$ cat config.mk
export PLATFORM = sky130hd
export DESIGN_NAME = conv_regs
export DESIGN_NICKNAME = d
export VERILOG_FILES = /design/src/hdl/conv_reg_pkg.sv /design/src/hdl/mem_chan_pkg.sv /design/src/hdl/conv_regs.sv
export VERILOG_INCLUDE_DIRS = /design/src /design/src/hdl
export SDC_FILE = /design/constraint.sdc
export NUM_CORES = 1
export LEC_CHECK = 0
export BUFFER_PORTS_ARGS = -buffer_cell sky130_fd_sc_hd__buf_2
export CAP_MARGIN = 20
export CORE_MARGIN = 2
export CORE_UTILIZATION = 45
export CTS_CLUSTER_DIAMETER = 80
export DETAILED_ROUTE_END_ITERATION = 7
export PLACE_DENSITY = 0.86
export SLEW_MARGIN = 20
export SYNTH_ARGS = -nofsm -noshare
export SYNTH_HDL_FRONTEND = slang
export SYNTH_SLANG_ARGS = --single-unit
$ cat constraint.sdc
create_clock -name clk -period 1.5 [get_ports clk]
set_input_delay 0.075 -clock clk [delete_from_list [all_inputs] [get_ports clk]]
set_output_delay 0.075 -clock clk [all_outputs]
set_load 0.01 [all_outputs]
$ cat src/hdl/conv_config.svh
`ifndef CONV_CONFIG_SVH
`define CONV_CONFIG_SVH

`define CONV_DATA_W     32      // data word
`define CONV_ADDR_W     12      // word address into data memory
`define CONV_MEM_DEPTH  4096    // words
`define CONV_WT_DIM     3       // window side
`define CONV_MAX_FM_DIM 16      // largest feature map side
`define CONV_LEN_W      5       // burst length field
`define CONV_NUM_REGS   6       // control register count

`endif

$ cat src/hdl/conv_reg_pkg.sv
`include "conv_config.svh"

package conv_reg_pkg;

    typedef logic [$clog2(`CONV_NUM_REGS)-1:0] reg_addr_t;

    // register indices
    localparam reg_addr_t REG_CTRL       = 3'd0;
    localparam reg_addr_t REG_STATUS     = 3'd1;
    localparam reg_addr_t REG_FM_DIM     = 3'd2;
    localparam reg_addr_t REG_WT_OFFSET  = 3'd3;
    localparam reg_addr_t REG_IFM_OFFSET = 3'd4;
    localparam reg_addr_t REG_OFM_OFFSET = 3'd5;

    // CTRL bits, write only
    localparam int CTRL_START_BIT    = 0;
    localparam int CTRL_SOFT_RST_BIT = 1;

    // STATUS bits
    localparam int STATUS_IDLE_BIT = 0;
    localparam int STATUS_DONE_BIT = 1;

endpackage

$ cat src/hdl/mem_chan_pkg.sv
`include "conv_config.svh"

package mem_chan_pkg;

    typedef logic signed [`CONV_DATA_W-1:0] word_t;      // pixel, weight or sum
    typedef logic        [`CONV_ADDR_W-1:0] mem_addr_t;  // word address
    typedef logic        [`CONV_LEN_W-1:0]  burst_len_t; // words per burst, never 0

endpackage

$ cat src/hdl/conv_regs.sv
module conv_regs (
    input  logic                      clk,
    input  logic                      reset_i,
    input  logic                      cfg_we_i,
    input  conv_reg_pkg::reg_addr_t   cfg_addr_i,
    input  mem_chan_pkg::word_t       cfg_wdata_i,
    output mem_chan_pkg::word_t       cfg_rdata_o,
    input  logic                      idle_i,
    input  logic                      done_i,
    output logic                      start_o,
    output logic                      soft_rst_o,
    output mem_chan_pkg::mem_addr_t   fm_dim_o,
    output mem_chan_pkg::mem_addr_t   wt_offset_o,
    output mem_chan_pkg::mem_addr_t   ifm_offset_o,
    output mem_chan_pkg::mem_addr_t   ofm_offset_o
);
    import conv_reg_pkg::*;
    import mem_chan_pkg::*;

    logic  ctrl_wr;
    logic  done_q;      // sticky until the next start
    word_t status_w;
    word_t rdata_d;

    assign ctrl_wr = cfg_we_i && (cfg_addr_i == REG_CTRL);

    always_ff @(posedge clk) begin
        if (reset_i) begin
            start_o      <= 1'b0;
            soft_rst_o   <= 1'b0;
            done_q       <= 1'b0;
            fm_dim_o     <= '0;
            wt_offset_o  <= '0;
            ifm_offset_o <= '0;
            ofm_offset_o <= '0;
        end else begin
            start_o    <= ctrl_wr && cfg_wdata_i[CTRL_START_BIT] && idle_i; // busy start dropped
            soft_rst_o <= ctrl_wr && cfg_wdata_i[CTRL_SOFT_RST_BIT];
            if (done_i) begin
                done_q <= 1'b1;
            end else if (start_o) begin
                done_q <= 1'b0;
            end
            if (cfg_we_i) begin
                case (cfg_addr_i)
                    REG_FM_DIM:     fm_dim_o     <= mem_addr_t'(cfg_wdata_i);
                    REG_WT_OFFSET:  wt_offset_o  <= mem_addr_t'(cfg_wdata_i);
                    REG_IFM_OFFSET: ifm_offset_o <= mem_addr_t'(cfg_wdata_i);
                    REG_OFM_OFFSET: ofm_offset_o <= mem_addr_t'(cfg_wdata_i);
                    default: ;
                endcase
            end
        end
    end

    always_comb begin
        status_w                  = '0;
        status_w[STATUS_IDLE_BIT] = idle_i;
        status_w[STATUS_DONE_BIT] = done_q;
        case (cfg_addr_i)
            REG_STATUS:     rdata_d = status_w;
            REG_FM_DIM:     rdata_d = word_t'(fm_dim_o);
            REG_WT_OFFSET:  rdata_d = word_t'(wt_offset_o);
            REG_IFM_OFFSET: rdata_d = word_t'(ifm_offset_o);
            REG_OFM_OFFSET: rdata_d = word_t'(ofm_offset_o);
            default:        rdata_d = '0;    // CTRL reads as zero
        endcase
    end

    always_ff @(posedge clk) begin
        cfg_rdata_o <= rdata_d;
    end

endmodule

==> impl_summary.md, run 1 <==
Floorplan
The core area is about 5500 um^2. The die area is ~6400 um^2. The number of placement rows is 27. From left edge to right edge, the die measures between 80 and 90 um. The initial utilization of the core area, before any placement, comes to approximately 47%. The top-level I/O count is ~120. In this run the vertical extent of the chip is 80.1 um.

Yosys
The synthesized design contains 63 register bits. The fraction of the yosys area taken by sequential cells is 48.4%. The yosys synthesis warning count is 0. Synthesis handed over a netlist of 307 instances. After synthesis the cells add up to between 2000 and 3000 um^2. The average size of a mapped cell is around 8.5 um^2. The number of different library cells used by synthesis comes to 25.

Global routing
For this run the aggregate overflow at the end of global routing stands at 0. Entering global routing, the biggest net connects 50 pins. The first global-routing pass estimated 10800 um of wire. The number of antenna violations at the first check in global routing is 0.

The number of global-route vias before repair is between 2000 and 2500. In the global route stage, overall resource usage came out at 22.1%.

Setup path
The signal arrival time at the worst endpoint is approximately 1200 ps. The class of the most critical setup path is primary input to flop. The capture point of the worst reg-to-reg path is cfg_rdata_o[1]. The setup check on the worst reg-to-reg path leaves a slack of around 560 ps. Walking the worst path, the cells encountered are buf_2 -> and4b_1 -> nand2_1 -> a21oi_1. Along the worst path, the maximum fanout reaches 17. The nature of the critical path endpoint is a flop. The combined buffer and inverter count along the critical path is 1.

The slowest stage cell on the critical path is and4b_1. The largest stage delay on the critical path is ~600 ps. The startpoint kind of the worst setup timing path is a primary input.

The largest delay contributor family on the critical path is simple AND/OR/NAND/NOR gates. The number of cells on the worst reg-to-reg path is 3. Data on the critical path is required at its endpoint by approximately 1800 ps.

The startpoint of the worst-slack reg-to-reg timing path is wt_offset_o[1].

STA
The setup TNS is 0 ps. The relative slew slack is between 60% and 70%. The clock skew after layout is about 6.7 ps.

Setup slack on the critical path of the routed design comes to between 500 and 600 ps. The number of setup violations in the final report is 0. The count of endpoints failing hold in the final timing report is 0.

The top achievable clock speed is ~1000 MHz. Setup repair after global routing left no endpoint under its margin. The final-report max-slew violation count is 0. The final clock period utilization by the worst path is 65.7%.

The smallest clock period supported by the final layout is computed as 985 ps. For the pin with the worst max-slew slack, the measured transition is around 570 ps.

Clocking
The number of buffers inserted during clock tree synthesis is 9. The total number of H-tree levels is 3. TritonCTS built the clock tree. The post-CTS setup repair buffer count is 0. In this run, post-CTS repair resized a total of 0 instances.

The clock-pin slew on the worst setup and hold paths is ~60 ps. CTS saw 63 sinks. The number of buffers between clock root and the deepest sink is 2. Clock latency on the worst-skew pair, taken at its later pin, is 330 ps. In this run the clock root is driven by a clkbuf_8. In this run, post-CTS hold repair placed 8 buffers.

Layout
The fraction of final layout cells sized beyond drive strength 1 is around 28%. The area added between synthesis and finish is 28.9%. The end-of-flow core utilization is between 60% and 70%. The final layout contains between 400 and 500 nets. The most common cell after layout, fill and taps aside is nand2_1.

The finished layout holds between 400 and 500 standard cells, fillers aside. The number of diodes is 0. In the layout the commonest cells are 96 x nand2_1, 81 x buf_2, 63 x dfxtp_1.

Place
During placement, the flow inserted port buffers numbering between 80 and 90. The congestion estimate from routability-driven global placement came to 0.828. The worst setup timing slack at the placement stage is about 220 ps. In this run, placement finished with an instance count of between 400 and 500. The half-perimeter wire length of the detailed placement result is between 4000 and 5000 um.

Route
For this block, the initial DRC count from the detailed router was 190. The wire length per cell is about 14 um. In the routed layout, each cell is associated on average with a via count of 5.08. The number of vias in the routed layout is between 2000 and 2500. The overall routed net length is slightly below 7000 um. The first TritonRoute pass finished after 4 iterations.

The antenna violation net count after detailed routing is 0. The count of unresolved DRC violations after routing is 0.

Power and ir drop
The standby leakage power is 1.53 nW. The worst-case IR drop observed on VDD is between 0.0005 and 0.0006 V. For this design the ratio of total power to cell area is roughly 1100 nW/um^2.

Min path
Along the worst hold path, the cell count comes to 3. The worst hold path begins at cfg_wdata_i[6]. For hold timing, the worst endpoint is ofm_offset_o[6]. The class of the tightest hold or removal check is primary input to flop.

Run status
The run finished with clean final reports.

Run
The tool flagged a number of max-cap violations equal to 0.
==> worst min-delay path, cell delays in order <==
cell	delay, ps
buf_2	120
nand2_1	50
a21oi_1	50
==> stage by stage <==
step                hold WS, ps  power [mW]  area, um^2
global route               22.2        3.78        3360
detailed placement          294        2.07        3050
floorplan                   192        1.98        2680
finish                     19.1        3.66        3360
global placement            289        2.06        3050
CTS                        4.41        3.68        3360
==> state kept, by name, indices dropped and copies added, names as in the netlist <==
name          cells
cfg_rdata_o      12
fm_dim_o         12
start_o           1
done_q            1
soft_rst_o        1
ifm_offset_o     12
wt_offset_o      12
ofm_offset_o     12
==> worst max path at each step <==
stage | end | from | cells past startpoint | slack [ps]
floorplan | cfg_rdata_o[4] | cfg_addr_i[0] | 5 | 530
global placement | cfg_rdata_o[1] | cfg_addr_i[0] | 4 | 270
detailed placement | wt_offset_o[0] | cfg_addr_i[0] | 4 | 220
CTS | wt_offset_o[1] | cfg_addr_i[0] | 4 | 550
global route | wt_offset_o[1] | cfg_addr_i[0] | 4 | 450
finish | wt_offset_o[1] | cfg_addr_i[0] | 4 | 520
==> per-layer routing <==
layer / vias to the layer above / global-route usage [%] / wire length (um) / share of wire, %
li1: 1173 / - / - / -
met1: 1123 / 26.9 / 2850 / 41
met2: 115 / 36.8 / 3350 / 48
met3: 19 / 4.83 / 517 / 7.5
met4: 0 / 10.8 / 210 / 3.0
met5: - / 0 / 0 / 0
==> cells in the mapped netlist, drive strengths merged <==
cell | n | area [um^2]
a211o | 1 | 8.76
a21oi | 50 | 250
and2 | 1 | 6.26
and3 | 1 | 6.26
and4b | 2 | 20.0
and4bb | 2 | 25.0
buf | 32 | 223
clkbuf | 10 | 38.8
conb | 1 | 3.75
dfxtp | 63 | 1260
inv | 1 | 3.75
mux2 | 1 | 11.3
mux2i | 23 | 230
nand2 | 96 | 360
nand2b | 4 | 25.0
nand3b | 1 | 7.51
nand4b | 2 | 17.5
nand4bb | 2 | 22.5
nor2 | 1 | 3.75
nor4 | 1 | 6.26
o21ai | 1 | 5.00
o221ai | 1 | 8.76
o22ai | 10 | 62.6
==> power by group <==
group	leakage (nW)	internal, mW	switching [mW]
logic	0.901	0.125	0.195
registers	0.510	1.71	0.0229
clock network	0.119	0.992	0.618
==> cell type report <==
type	instances	area, um^2
fill	475	2180
sequential	63	1260
multi-input combinational	220	1150
timing repair buffer	106	626
clock buffer	14	193
tap	72	90.1
clock inverter	2	35.0
inverter	1	3.75
==> logic make-up (layout without fill, tap and decap cells) <==
| logic type | Yosys count | count (layout) | share of synthesized area [%] |
|---|---|---|---|
| buf+inv | 43 | 123 | 10.2 |
| mux | 24 | 24 | 9.26 |
| compound gates | 63 | 63 | 12.9 |
| other cells | 1 | 20 | 0.144 |
| simple gates | 113 | 113 | 19.2 |
| flops | 63 | 63 | 48.4 |
No activity file was read; power rests on OpenSTA's default activity.
==> run 2: changes to the inputs <==
--- a/config.mk
+++ b/config.mk
@@ -6,13 +6,14 @@
 export SDC_FILE = /design/constraint.sdc
 export NUM_CORES = 1
 export LEC_CHECK = 0
+export ABC_AREA = 1
 export BUFFER_PORTS_ARGS = -buffer_cell sky130_fd_sc_hd__buf_2
 export CAP_MARGIN = 20
 export CORE_MARGIN = 2
 export CORE_UTILIZATION = 45
 export CTS_CLUSTER_DIAMETER = 80
 export DETAILED_ROUTE_END_ITERATION = 7
-export PLACE_DENSITY = 0.86
+export PLACE_DENSITY = 0.84
 export SLEW_MARGIN = 20
 export SYNTH_ARGS = -nofsm -noshare
 export SYNTH_HDL_FRONTEND = slang
==> constraint.sdc (replaced) <==
create_clock -name clk -period 1 [get_ports clk]
set_input_delay 0.05 -clock clk [delete_from_list [all_inputs] [get_ports clk]]
set_output_delay 0.05 -clock clk [all_outputs]
set_load 0.01 [all_outputs]
==> run 2 against run 1 <==
  * Sequential power grew 53%
  * Register-to-register slack lost 360 ps
  * Non-clock buffer count grew 1
  * Final cell count grew 24%
  * Worst hold slack lost 5.9 ps
  * Setup slack lost 450 ps
  * Die area grew 10%
  * Clock skew grew 1.5 ps
==> impl_summary.md, run 2 <==
Run status
The flow ran to the end, and the final reports show no timing, DRC or antenna violations.

STA
The final-report max-slew violation count is 0 (unchanged). The count of endpoints failing hold in the final timing report came to 0 (unchanged). The clock skew after layout is 8.15 ps (+1.48 ps). The worst slack on hold paths is 13.2 ps (-5.88 ps).

For the finished layout, the period the worst path requires is 940 ps. The top achievable clock speed is approximately 1100 MHz. The number of setup violations in the final report came to 0 (unchanged). Setup repair after global routing left no endpoint under its margin.

The final clock period utilization by the worst path is a little over nine tenths. The setup TNS is 0 ps (unchanged).

Clocking
The total number of H-tree levels came to 3 (unchanged). The number of buffers inserted during clock tree synthesis is 9 (unchanged). The tree is rooted in a clkbuf_8. The number of clock sinks is 63 (unchanged). The post-cts hold buffer count is 5 (-3). The clock-pin slew on the worst setup and hold paths is 70 ps (about the same). The number of buffers between clock root and the deepest sink is 2 (unchanged).

The post-cts repair resize count came to 0 (unchanged). The clock tree from TritonCTS is built. The post-CTS setup repair buffer count came to 0 (unchanged). The clock insertion delay at the later pin of the skew report is 340 ps (about the same).

Place
The half-perimeter wire length of the detailed placement result is 5560 um (+16%). The number of port buffers is 81 (unchanged). The final estimated routing congestion in global placement is 0.917 (+11%). The placed cell area is 3390 um^2 (+11%).

Route
The count of unresolved DRC violations after routing is 0 (unchanged). The length of the first detailed-routing pass in iterations came to 5 (+1). The initial DRC count is 332 (+75%). The wire length per cell was 13.4 um (-7.8%). The number of vias in the routed layout is 3002 (+24%). The routed via count divided by cell count was 5.07 (-0.25%). The antenna violation net count after detailed routing was 0 (unchanged). The overall routed net length is 7910 um (+14%).

Setup path
The largest fanout on the critical path is 3 (-14). The largest stage delay on the critical path is 390 ps (-210 ps). The largest delay contributor family on the critical path is flip-flops. The class of the most critical setup path is flop to output pin. The signal arrival time at the worst endpoint came to 890 ps (-350 ps). The worst setup path is launched from a flop.

The signal on the critical path passes through buf_2. The worst setup path is captured at an output pin. On the critical path, the stage with the largest delay is an instance of dfxtp_1. The combined buffer and inverter count along the critical path is 1 (unchanged). The endpoint required time on the critical path was 950 ps (-810 ps).

Yosys
The simple logic cell fraction of the synthesized area is 38.2% (+19 points). The fraction of the yosys area taken by sequential cells is 43.7% (-4.7 points). After synthesis, the cell types taking the most area are dfxtp_1 44%, nand2_1 12%, nor2_1 11%.

The commonest cells after synthesis are 95 x nand2_1, 81 x nor2_1, 63 x dfxtp_1. The count of flip-flops with a built-in enable after synthesis is 0 (unchanged). The adder-cell share of the synthesized area was 0% (unchanged). The post-synthesis cell type with the largest combined area is dfxtp_1. The yosys synthesis warning count came to 0 (unchanged). The combinational family with the most area after synthesis is simple AND/OR/NAND/NOR gates. The complex-gate fraction of the synthesized area was 2.25% (-11 points).

The share of async-settable or async-resettable flops after synthesis was 0% (unchanged). The register bit count reported by yosys is 63 (unchanged). The share of Yosys cell area claimed by the top area cell type was 43.7% (-4.7 points). The average size of a mapped cell is 6.91 um^2 (-19%). Among all flip-flop cells after synthesis, the most frequent one is dfxtp_1. The total standard cell area after synthesis was 2890 um^2 (+11%).

The dominant cell by count in the synthesized netlist is nand2_1. The number of unique standard cell types used by synthesis is 18 (-28%). The xor-xnor portion of the synthesized cell area came to 0% (unchanged). The mux contribution to synthesized area is 0% (-9.3 points). The synthesized instance count is 418 (+36%).

Layout
The area added between synthesis and finish is 26.4%. The number of diodes was 0 (unchanged). The area of all placed cells without fillers is 3650 um^2 (+8.6%). The fraction of final layout cells sized beyond drive strength 1 came to 25.0% (-3.3 points). The most common cell after layout, fill and taps aside is nand2_1.

The final-stage net count is 550 (+25%). In the layout the commonest cells are 95 x nand2_1, 81 x nor2_1, 81 x buf_2.

Run
The max-cap violation count was 0 (unchanged).

Global routing
The number of antenna violations at the first check in global routing came to 0 (unchanged). The number of global-route vias before repair was 2686 (+21%). The global-route usage over all layers is 23.1% (+0.95 points). The largest net degree at the start of global routing is 38 (-24%). The wire length of the first global-routing pass is 13100 um (+21%). The global route total overflow was 0 (unchanged).

Floorplan
The die height is 84.1 um (+5.0%). The number of placement rows is 29 (+7.4%). The initial core utilization came to 46.0% (-1.1 points).

The die area came to 7070 um^2 (+10%). The core area is 6280 um^2 (+13%). The horizontal die dimension was 84.1 um (+5.0%). The top-level I/O count is 122 (unchanged).

Min path
The class of the tightest hold or removal check is primary input to flop.

Power and ir drop
The maximum vdd drop was 0.000805 V (+41%). The power per cell area is 1530 nW/um^2 (+40%). The standby leakage power is 1.92 nW (+26%).
[run 2: cell types whose count changed after synthesis, moves of 7 or more]
cell	previous run	this run
nand3_1	0	18
a21oi_1	50	13
mux2i_1	23	0
inv_1	1	42
nand4_1	0	48
nor2_1	1	81
o22ai_1	10	0
buf_2	7	14
[run 2: area by class of cell]
cell class / instances / area (um^2)
clock buffer: 11 / 151
clock inverter: 5 / 56.3
timing repair buffer: 107 / 663
multi-input combinational: 282 / 1240
fill: 550 / 2630
tap: 77 / 96.3
inverter: 47 / 176
sequential: 63 / 1260
[run 2: report_power, final]
group	total [mW]	switching, mW	internal [mW]
combinational	0.643	0.414	0.229
clock	2.28	0.999	1.28
sequential	2.64	0.0551	2.59
[run 2: kinds of logic (layout without fill, tap and decap cells)]
logic type	count (synthesis)	count (layout)
other	1	20
AO/OA/AOI/OAI	13	13
AND/OR/NAND/NOR	249	249
buffers and inverters	92	170
flip-flops	63	63
[run 2: per-layer routing]
layer | part of all wire [%] | up-vias | global-route usage [%] | wire length (um)
li1 | - | 1474 | - | -
met1 | 42 | 1317 | 29.8 | 3330
met4 | 3.2 | 0 | 12.3 | 252
met5 | 0 | - | 0 | 0
met2 | 45 | 182 | 35.4 | 3590
met3 | 9.3 | 29 | 5.74 | 734
[run 2: worst paths after layout]
path / slack (ps) / startpoint / depth (start not counted) / end
worst max-delay path: 60 / ifm_offset_o[4] / 1 / ifm_offset_o[4]
worst min-delay path: 10 / cfg_wdata_i[2] / 3 / ofm_offset_o[2]
worst max register to register: 200 / start_o / 3 / done_q
worst min register to register: 490 / ifm_offset_o[8] / 2 / ifm_offset_o[8]
[run 2: through the flow]
step	utilization [%]	total power, mW	setup slack (ps)	instances
after floorplan	-	3.10	60.5	437
after detailed placement	54.0	3.31	39.9	571
after CTS	58.1	5.57	59.2	592
final	58.1	5.57	60.4	592
after global routing	58.1	5.76	38.1	592
after global placement	54.0	3.29	74.5	571
