### src/hdl/conv_config.svh
`ifndef CONV_CONFIG_SVH
`define CONV_CONFIG_SVH

`define CONV_DATA_W     32      // data word
`define CONV_ADDR_W     12      // word address into data memory
`define CONV_MEM_DEPTH  4096    // words
`define CONV_WT_DIM     3       // window side
`define CONV_MAX_FM_DIM 16      // largest feature map side
`define CONV_LEN_W      5       // burst length field
`define CONV_NUM_REGS   6       // control register count

`endif

### src/hdl/mem_chan_pkg.sv
`include "conv_config.svh"

package mem_chan_pkg;

    typedef logic signed [`CONV_DATA_W-1:0] word_t;      // pixel, weight or sum
    typedef logic        [`CONV_ADDR_W-1:0] mem_addr_t;  // word address
    typedef logic        [`CONV_LEN_W-1:0]  burst_len_t; // words per burst, never 0

endpackage

### src/hdl/mem_chan_if.sv
interface mem_chan_if;
    import mem_chan_pkg::*;

    mem_addr_t  rd_req_addr;
    burst_len_t rd_req_len;
    logic       rd_req_valid;
    logic       rd_req_ready;

    word_t      rd_resp_data;
    logic       rd_resp_valid;
    logic       rd_resp_ready;

    mem_addr_t  wr_req_addr;
    burst_len_t wr_req_len;
    logic       wr_req_valid;
    logic       wr_req_ready;

    word_t      wr_data;
    logic       wr_data_valid;
    logic       wr_data_ready;

    logic       wr_status_valid;
    logic       wr_status_ready;

    modport engine (
        output rd_req_addr, rd_req_len, rd_req_valid,
        input  rd_req_ready,
        input  rd_resp_data, rd_resp_valid,
        output rd_resp_ready,
        output wr_req_addr, wr_req_len, wr_req_valid,
        input  wr_req_ready,
        output wr_data, wr_data_valid,
        input  wr_data_ready,
        input  wr_status_valid,
        output wr_status_ready
    );

    modport mem (
        input  rd_req_addr, rd_req_len, rd_req_valid,
        output rd_req_ready,
        output rd_resp_data, rd_resp_valid,
        input  rd_resp_ready,
        input  wr_req_addr, wr_req_len, wr_req_valid,
        output wr_req_ready,
        input  wr_data, wr_data_valid,
        output wr_data_ready,
        output wr_status_valid,
        input  wr_status_ready
    );

endinterface

### src/hdl/conv_engine.sv
`include "conv_config.svh"

module conv_engine (
    input  logic                    clk,
    input  logic                    reset_i,
    input  logic                    soft_rst_i,
    input  logic                    start_i,
    input  mem_chan_pkg::mem_addr_t fm_dim_i,
    input  mem_chan_pkg::mem_addr_t wt_offset_i,
    input  mem_chan_pkg::mem_addr_t ifm_offset_i,
    input  mem_chan_pkg::mem_addr_t ofm_offset_i,
    output logic                    idle_o,
    output logic                    done_o,
    mem_chan_if.engine              chan
);
    import mem_chan_pkg::*;

    localparam int WT_DIM = `CONV_WT_DIM;
    localparam int NTAPS  = WT_DIM * WT_DIM;
    localparam int HALF   = WT_DIM / 2;

    typedef logic [$clog2(WT_DIM)-1:0] win_t;
    typedef logic [$clog2(NTAPS)-1:0]  tap_t;
    typedef logic [`CONV_ADDR_W:0]     ext_t;    // spare bit for the padding compare

    typedef enum logic [2:0] {
        ST_IDLE, ST_WT_REQ, ST_WT_RD, ST_TAP, ST_TAP_RD, ST_WR_REQ, ST_WR_DATA, ST_WR_STAT
    } eng_st_t;

    eng_st_t   state_q;
    mem_addr_t row_q;
    mem_addr_t col_q;
    win_t      wr_q;         // window row
    win_t      wc_q;         // window column
    tap_t      wt_cnt_q;
    word_t     wt_buf [NTAPS];
    word_t     acc_q;
    ext_t      sum_r;
    ext_t      sum_c;
    mem_addr_t tap_r;
    mem_addr_t tap_c;
    tap_t      tap_idx;
    logic      tap_in;
    logic      tap_step;
    logic      last_tap;
    logic      last_col;
    logic      last_row;

    always_comb begin
        sum_r   = ext_t'(row_q) + ext_t'(wr_q);
        sum_c   = ext_t'(col_q) + ext_t'(wc_q);
        tap_r   = mem_addr_t'(sum_r - ext_t'(HALF));
        tap_c   = mem_addr_t'(sum_c - ext_t'(HALF));
        tap_in  = (sum_r >= ext_t'(HALF)) && (sum_r < ext_t'(fm_dim_i) + ext_t'(HALF)) &&
                  (sum_c >= ext_t'(HALF)) && (sum_c < ext_t'(fm_dim_i) + ext_t'(HALF));
        tap_idx = tap_t'(wr_q * WT_DIM + wc_q);  // row-major, same as the weight burst
    end

    assign last_tap = (wr_q == win_t'(WT_DIM - 1)) && (wc_q == win_t'(WT_DIM - 1));
    assign last_col = (col_q == fm_dim_i - 1'b1);
    assign last_row = (row_q == fm_dim_i - 1'b1);
    // padding taps are skipped in a single cycle
    assign tap_step = (state_q == ST_TAP && !tap_in) ||
                      (state_q == ST_TAP_RD && chan.rd_resp_valid);

    assign idle_o = (state_q == ST_IDLE);

    assign chan.rd_req_valid    = (state_q == ST_WT_REQ) || (state_q == ST_TAP && tap_in);
    assign chan.rd_req_addr     = (state_q == ST_WT_REQ) ? wt_offset_i
                                : ifm_offset_i + tap_r * fm_dim_i + tap_c;
    assign chan.rd_req_len      = (state_q == ST_WT_REQ) ? burst_len_t'(NTAPS) : burst_len_t'(1);
    assign chan.rd_resp_ready   = 1'b1;
    assign chan.wr_req_valid    = (state_q == ST_WR_REQ);
    assign chan.wr_req_addr     = ofm_offset_i + row_q * fm_dim_i + col_q;
    assign chan.wr_req_len      = burst_len_t'(1);
    assign chan.wr_data_valid   = (state_q == ST_WR_DATA);
    assign chan.wr_data         = acc_q;
    assign chan.wr_status_ready = 1'b1;

    always_ff @(posedge clk) begin
        if (reset_i || soft_rst_i) begin
            state_q <= ST_IDLE;
            done_o  <= 1'b0;
        end else begin
            done_o <= 1'b0;
            case (state_q)
                ST_IDLE: begin
                    if (start_i) begin
                        state_q <= ST_WT_REQ;
                    end
                end
                ST_WT_REQ: begin
                    if (chan.rd_req_ready) begin
                        state_q <= ST_WT_RD;
                    end
                end
                ST_WT_RD: begin
                    if (chan.rd_resp_valid && wt_cnt_q == tap_t'(NTAPS - 1)) begin
                        state_q <= ST_TAP;
                    end
                end
                ST_TAP: begin
                    if (!tap_in && last_tap) begin
                        state_q <= ST_WR_REQ;
                    end else if (tap_in && chan.rd_req_ready) begin
                        state_q <= ST_TAP_RD;
                    end
                end
                ST_TAP_RD: begin
                    if (chan.rd_resp_valid) begin
                        state_q <= last_tap ? ST_WR_REQ : ST_TAP;
                    end
                end
                ST_WR_REQ: begin
                    if (chan.wr_req_ready) begin
                        state_q <= ST_WR_DATA;
                    end
                end
                ST_WR_DATA: begin
                    if (chan.wr_data_ready) begin
                        state_q <= ST_WR_STAT;
                    end
                end
                ST_WR_STAT: begin
                    if (chan.wr_status_valid) begin
                        if (last_col && last_row) begin
                            state_q <= ST_IDLE;
                            done_o  <= 1'b1;    // rises together with idle
                        end else begin
                            state_q <= ST_TAP;
                        end
                    end
                end
                default: state_q <= ST_IDLE;
            endcase
        end
    end

    always_ff @(posedge clk) begin
        if (state_q == ST_IDLE) begin
            wt_cnt_q <= '0;
            row_q    <= '0;
            col_q    <= '0;
            wr_q     <= '0;
            wc_q     <= '0;
            acc_q    <= '0;
        end
        if (state_q == ST_WT_RD && chan.rd_resp_valid) begin
            wt_buf[wt_cnt_q] <= chan.rd_resp_data;
            wt_cnt_q         <= wt_cnt_q + 1'b1;
        end
        if (state_q == ST_TAP_RD && chan.rd_resp_valid) begin
            acc_q <= acc_q + chan.rd_resp_data * wt_buf[tap_idx];   // wraps at 32 bits
        end
        if (tap_step) begin
            if (wc_q == win_t'(WT_DIM - 1)) begin
                wc_q <= '0;
                wr_q <= wr_q + 1'b1;
            end else begin
                wc_q <= wc_q + 1'b1;
            end
        end
        if (state_q == ST_WR_STAT && chan.wr_status_valid) begin
            acc_q <= '0;
            wr_q  <= '0;
            wc_q  <= '0;
            if (last_col) begin
                col_q <= '0;
                row_q <= row_q + 1'b1;
            end else begin
                col_q <= col_q + 1'b1;
            end
        end
    end

endmodule

### src/flat_wrapper.sv
// flat-port wrapper written by rule: the top's interface ports become plain ports
module conv_engine_flat import mem_chan_pkg::*;
  (clk, reset_i, soft_rst_i, start_i, fm_dim_i, wt_offset_i, ifm_offset_i, ofm_offset_i, idle_o, done_o, chan_rd_req_addr, chan_rd_req_len, chan_rd_req_valid, chan_rd_req_ready, chan_rd_resp_data, chan_rd_resp_valid, chan_rd_resp_ready, chan_wr_req_addr, chan_wr_req_len, chan_wr_req_valid, chan_wr_req_ready, chan_wr_data, chan_wr_data_valid, chan_wr_data_ready, chan_wr_status_valid, chan_wr_status_ready);
  mem_chan_if chan_i ();
  input  logic clk;
  input  logic reset_i;
  input  logic soft_rst_i;
  input  logic start_i;
  input  mem_chan_pkg::mem_addr_t fm_dim_i;
  input  mem_chan_pkg::mem_addr_t wt_offset_i;
  input  mem_chan_pkg::mem_addr_t ifm_offset_i;
  input  mem_chan_pkg::mem_addr_t ofm_offset_i;
  output logic idle_o;
  output logic done_o;
  output wire logic [$bits(chan_i.rd_req_addr)-1:0] chan_rd_req_addr;
  output wire logic [$bits(chan_i.rd_req_len)-1:0] chan_rd_req_len;
  output wire logic [$bits(chan_i.rd_req_valid)-1:0] chan_rd_req_valid;
  input wire logic [$bits(chan_i.rd_req_ready)-1:0] chan_rd_req_ready;
  input wire logic [$bits(chan_i.rd_resp_data)-1:0] chan_rd_resp_data;
  input wire logic [$bits(chan_i.rd_resp_valid)-1:0] chan_rd_resp_valid;
  output wire logic [$bits(chan_i.rd_resp_ready)-1:0] chan_rd_resp_ready;
  output wire logic [$bits(chan_i.wr_req_addr)-1:0] chan_wr_req_addr;
  output wire logic [$bits(chan_i.wr_req_len)-1:0] chan_wr_req_len;
  output wire logic [$bits(chan_i.wr_req_valid)-1:0] chan_wr_req_valid;
  input wire logic [$bits(chan_i.wr_req_ready)-1:0] chan_wr_req_ready;
  output wire logic [$bits(chan_i.wr_data)-1:0] chan_wr_data;
  output wire logic [$bits(chan_i.wr_data_valid)-1:0] chan_wr_data_valid;
  input wire logic [$bits(chan_i.wr_data_ready)-1:0] chan_wr_data_ready;
  input wire logic [$bits(chan_i.wr_status_valid)-1:0] chan_wr_status_valid;
  output wire logic [$bits(chan_i.wr_status_ready)-1:0] chan_wr_status_ready;
  assign chan_rd_req_addr = chan_i.rd_req_addr;
  assign chan_rd_req_len = chan_i.rd_req_len;
  assign chan_rd_req_valid = chan_i.rd_req_valid;
  assign chan_i.rd_req_ready = chan_rd_req_ready;
  assign chan_i.rd_resp_data = chan_rd_resp_data;
  assign chan_i.rd_resp_valid = chan_rd_resp_valid;
  assign chan_rd_resp_ready = chan_i.rd_resp_ready;
  assign chan_wr_req_addr = chan_i.wr_req_addr;
  assign chan_wr_req_len = chan_i.wr_req_len;
  assign chan_wr_req_valid = chan_i.wr_req_valid;
  assign chan_i.wr_req_ready = chan_wr_req_ready;
  assign chan_wr_data = chan_i.wr_data;
  assign chan_wr_data_valid = chan_i.wr_data_valid;
  assign chan_i.wr_data_ready = chan_wr_data_ready;
  assign chan_i.wr_status_valid = chan_wr_status_valid;
  assign chan_wr_status_ready = chan_i.wr_status_ready;
  conv_engine u_core (.clk(clk), .reset_i(reset_i), .soft_rst_i(soft_rst_i), .start_i(start_i), .fm_dim_i(fm_dim_i), .wt_offset_i(wt_offset_i), .ifm_offset_i(ifm_offset_i), .ofm_offset_i(ofm_offset_i), .idle_o(idle_o), .done_o(done_o), .chan(chan_i));
endmodule
### config.mk
export PLATFORM = sky130hd
export DESIGN_NAME = conv_engine_flat
export DESIGN_NICKNAME = d
export VERILOG_FILES = /design/src/hdl/mem_chan_pkg.sv /design/src/hdl/mem_chan_if.sv /design/src/hdl/conv_engine.sv /design/src/flat_wrapper.sv
export VERILOG_INCLUDE_DIRS = /design/src /design/src/hdl
export SDC_FILE = /design/constraint.sdc
export NUM_CORES = 2
export LEC_CHECK = 0
export ABC_AREA = 1
export CORE_ASPECT_RATIO = 1.5
export CORE_MARGIN = 4
export CORE_UTILIZATION = 60
export DETAILED_ROUTE_END_ITERATION = 8
export DONT_BUFFER_PORTS = 1
export PLACE_DENSITY = 0.88
export RECOVER_POWER = 100
export SYNTH_ARGS = -nofsm -noshare
export SYNTH_HDL_FRONTEND = slang
export SYNTH_SLANG_ARGS = --single-unit
### constraint.sdc
create_clock -name clk -period 10.7 [get_ports clk]
set_input_delay 0.535 -clock clk [delete_from_list [all_inputs] [get_ports clk]]
set_output_delay 0.535 -clock clk [all_outputs]
set_load 0.02 [all_outputs]
==> impl_metrics.json <==
{
  "vias": 31900,
  "drt_drc_violations_left": 0,
  "timing.hold.ws_ns": 0.0152,
  "worstHoldStart": "chan_rd_resp_data[19]",
  "cts_setup_buffers": 0,
  "worst-endpoint-required_ns": 11.15,
  "slew-limit-headroom": -0.674,
  "grt_max_degree": 72,
  "crit_path_start_kind": "register",
  "pnr_worst_setup_slack_ns": 0.549,
  "critPathBufInv": 9,
  "synth-seq-cells": 356,
  "grtUsageTotal": 0.340,
  "synthDominantAreaCellType": "fa_1",
  "netSwitchingFraction": 0.553,
  "number_of_buffers_inserted_during_clock_tree_synthesis": 37,
  "final_nets": 5406,
  "power.net_switching_uw": 7620,
  "antenna_found_initial": 4,
  "worst_slew_pin_slew_ns": 2.51,
  "routed_wl_um": 118000,
  "crit-reg2reg-capture": "u_core.chan.wr_data[29]$_SDFFE_PP0P_",
  "synthFlopType": "edfxtp_1",
  "int_power_uw": 6150,
  "std_cell_rows": 114,
  "numClockSinks": 356,
  "report.final.slew_viol_count": 297,
  "p_clk_frac": 0.096,
  "grt-ovfl-total": 0,
  "combinationalPowerShare": 0.791,
  "totalPowerFinal_uw": 13800,
  "worst-r2r-setup-slack_ns": 0.55,
  "max_cap_viol_count": 9,
  "timing.critical_path.to_type": "register",
  "synth_top_cells_by_area": "fa_1, edfxtp_1, nand2_1",
  "async_flop_share": 0,
  "cts.clk_slew.worst_paths_ns": 0.08,
  "run_status": "finished, violations left",
  "finalCritPeriodShare": 0.949,
  "hpwlAfterDp_um": 89800,
  "insertion_delay_ns": 0.61,
  "grt_pass1_vias": 33800,
  "initial_core_util": 0.608,
  "max_stage_delay_ns": 0.60,
  "synthesis.instances": 4589,
  "worst-endpoint-arrival_ns": 10.60,
  "synth-edff-count": 304,
  "num_antenna_cells": 0,
  "portBuffers": 0,
  "drt_pre_antenna_iters": 7,
  "globalplace.congestion": 1.02,
  "tritoncts_clock_tree": "yes",
  "seq_area_frac_synth": 0.258,
  "ctsRootBufferMaster": "clkbuf_16",
  "pwr-share-seq": 0.112,
  "area_share_of_the_largest_cell_type_after_synthesis": 0.287,
  "rsz0062_at_grt": "no",
  "irDropWorstVdd_v": 0.00105,
  "fmax_ghz": 0.0985,
  "worst_r2r_startpoint": "u_core.wr_q[1]$_SDFF_PP0_",
  "power.density_cell_area_nw_per_um2": 334,
  "syn_area_per_cell_um2": 8.60,
  "setup_tns_ns": 0,
  "synthDistinctLibCells": 53,
  "holdPathStages": 0,
  "hold_path_end": "u_core.wt_buf[8][19]$_DFFE_PP_",
  "finalHoldViolCount": 0,
  "post_synth_instance_area_um2": 39500,
  "worst_r2r_path_depth": 40,
  "detail_route.wl_per_cell_um": 21.9,
  "floorplan.core_area_um2": 64900,
  "die_y_um": 322,
  "leakagePower_uw": 0.0198,
  "die-width_um": 217,
  "ant_nets": 0,
  "dieArea_um2": 70100,
  "flow.area_growth_from_synthesis_pct": 4.36,
  "yosys_warnings": 0,
  "path_class": "register to register",
  "dp_slack_ns": 0.637,
  "cp_slowest_cell": "fa_2",
  "io-pin-count": 162,
  "hp-class": "primary input to register",
  "grt_first_pass_wirelength_um": 182000,
  "vias_per_cell": 5.92,
  "cp_max_fo": 17,
  "cts_max_level": 2,
  "clock_tree_skew_after_final_layout_ns": 0.0289,
  "path_delay_family": "adder cells",
  "number_of_buffers_on_the_longest_clock_path": 3,
  "drive_above_1_share": 0.0330,
  "final_area_um2": 41200,
  "post-route-min-period_ns": 10.15,
  "violations_in_the_final_reports": "capacitance limit, slew limit",
  "setup_violations": 0,
  "postPlaceCellArea_um2": 40100,
  "drt-initial-drc-count": 3309
}
-- power groups by stage --
stage / sequential, µW / combinational (µW) / clock, µW
2_1_floorplan: 1560 / 7890 / 0
3_3_place_gp: 1570 / 10100 / 0
3_5_place_dp: 1570 / 10600 / 0
4_1_cts: 1550 / 10700 / 1330
5_1_grt: 1550 / 12400 / 1380
6_report: 1550 / 10900 / 1330
-- per-stage QoR --
| step | std cells | util |
|---|---|---|
| 3_3_place_gp | 5323 | 0.618 |
| 3_5_place_dp | 5323 | 0.618 |
| 5_1_grt | 5390 | 0.635 |
| 4_1_cts | 5390 | 0.637 |
| 2_1_floorplan | 4598 | - |
| 6_report | 5390 | 0.635 |
-- worst max-delay path by stage --
stage,start,depth (start not counted),slack [ns],end
after detailed placement,u_core.wc_q[1]$_SDFFE_PP0P_,37,0.64,u_core.chan.wr_data[30]$_SDFFE_PP0P_
after CTS,u_core.wr_q[1]$_SDFF_PP0_,37,0.59,u_core.chan.wr_data[30]$_SDFFE_PP0P_
after floorplan,u_core.wc_q[1]$_SDFFE_PP0P_,38,2.01,u_core.chan.wr_data[29]$_SDFFE_PP0P_
final,u_core.wr_q[1]$_SDFF_PP0_,40,0.55,u_core.chan.wr_data[29]$_SDFFE_PP0P_
after global placement,u_core.wc_q[1]$_SDFFE_PP0P_,37,0.86,u_core.chan.wr_data[30]$_SDFFE_PP0P_
after global routing,u_core.wc_q[1]$_SDFFE_PP0P_,40,0.03,u_core.chan.wr_data[29]$_SDFFE_PP0P_
-- cell usage after synthesis, drive strengths merged (16+ instances only) --
| cell type | instances |
|---|---|
| xor2 | 89 |
| nand3 | 312 |
| nand4 | 30 |
| buf | 74 |
| nor2 | 476 |
| clkbuf | 108 |
| xnor2 | 31 |
| nor3 | 40 |
| a21oi | 128 |
| o21ai | 82 |
| ha | 260 |
| clkinv | 16 |
| inv | 949 |
| or2 | 42 |
| dfxtp | 52 |
| fa | 565 |
| nand2 | 964 |
| edfxtp | 304 |
-- routing by layer --
layer / vias up / routed length, µm / track usage
met5: - / 54 / 0
met4: 8 / 12600 / 0.284
met3: 735 / 12800 / 0.0853
met2: 2096 / 56600 / 0.574
met1: 15300 / 36100 / 0.355
li1: 13800 / - / -
-- state kept, by name, summed over array words and instances, names as in the netlist, 2 cells and up --
signal and flops:
u_core.col_q 12, u_core.row_q 12, u_core.wc_q 2, u_core.wr_q 2, u_core.state_q 3, u_core.chan.wr_data 32
u_core.wt_buf 288, u_core.wt_cnt_q 4
-- cells by family (layout without fill, tap and decap cells) --
group / after synthesis / after routing / synth area share
simple gates: 1882 / 1882 / 0.198
buf+inv: 1147 / 1069 / 0.113
fa+ha+maj: 825 / 825 / 0.369
flops: 356 / 356 / 0.258
compound gates: 257 / 257 / 0.0357
xor+xnor: 120 / 120 / 0.0268
other cells: 2 / 11 / 0.000190
-- area by class of cell --
| class | count | area (µm²) |
|---|---|---|
| timing repair buffer | 37 | 241 |
| inverter | 965 | 3630 |
| sequential | 356 | 10200 |
| fill | 4944 | 23700 |
| tap | 870 | 1090 |
| clock inverter | 25 | 264 |
| multi-input combinational | 3095 | 24900 |
| clock buffer | 42 | 945 |
-- layout by cell type, fill, tap and decap left out, types with 8 or more instances in the layout --
master / n
edfxtp_1: 304
nor2_1: 469
nor4_1: 9
ha_1: 259
nand4_1: 30
o211ai_1: 9
clkbuf_16: 37
a21oi_1: 128
xor2_1: 88
nand2_1: 962
dfxtp_1: 52
clkbuf_1: 18
nor3_1: 40
inv_2: 17
clkinv_1: 22
inv_1: 930
buf_4: 23
fa_1: 564
conb_1: 11
o21ai_1: 8
nand3_1: 311
or2_2: 34
o21ai_0: 73
xnor2_1: 31
-- repair_timing --
action                     in CTS  in global routing
setup endpoints to repair       0                  2
hold buffers                    0                  0
resized for setup               0                  1
Power figures use the tool's default switching activity.
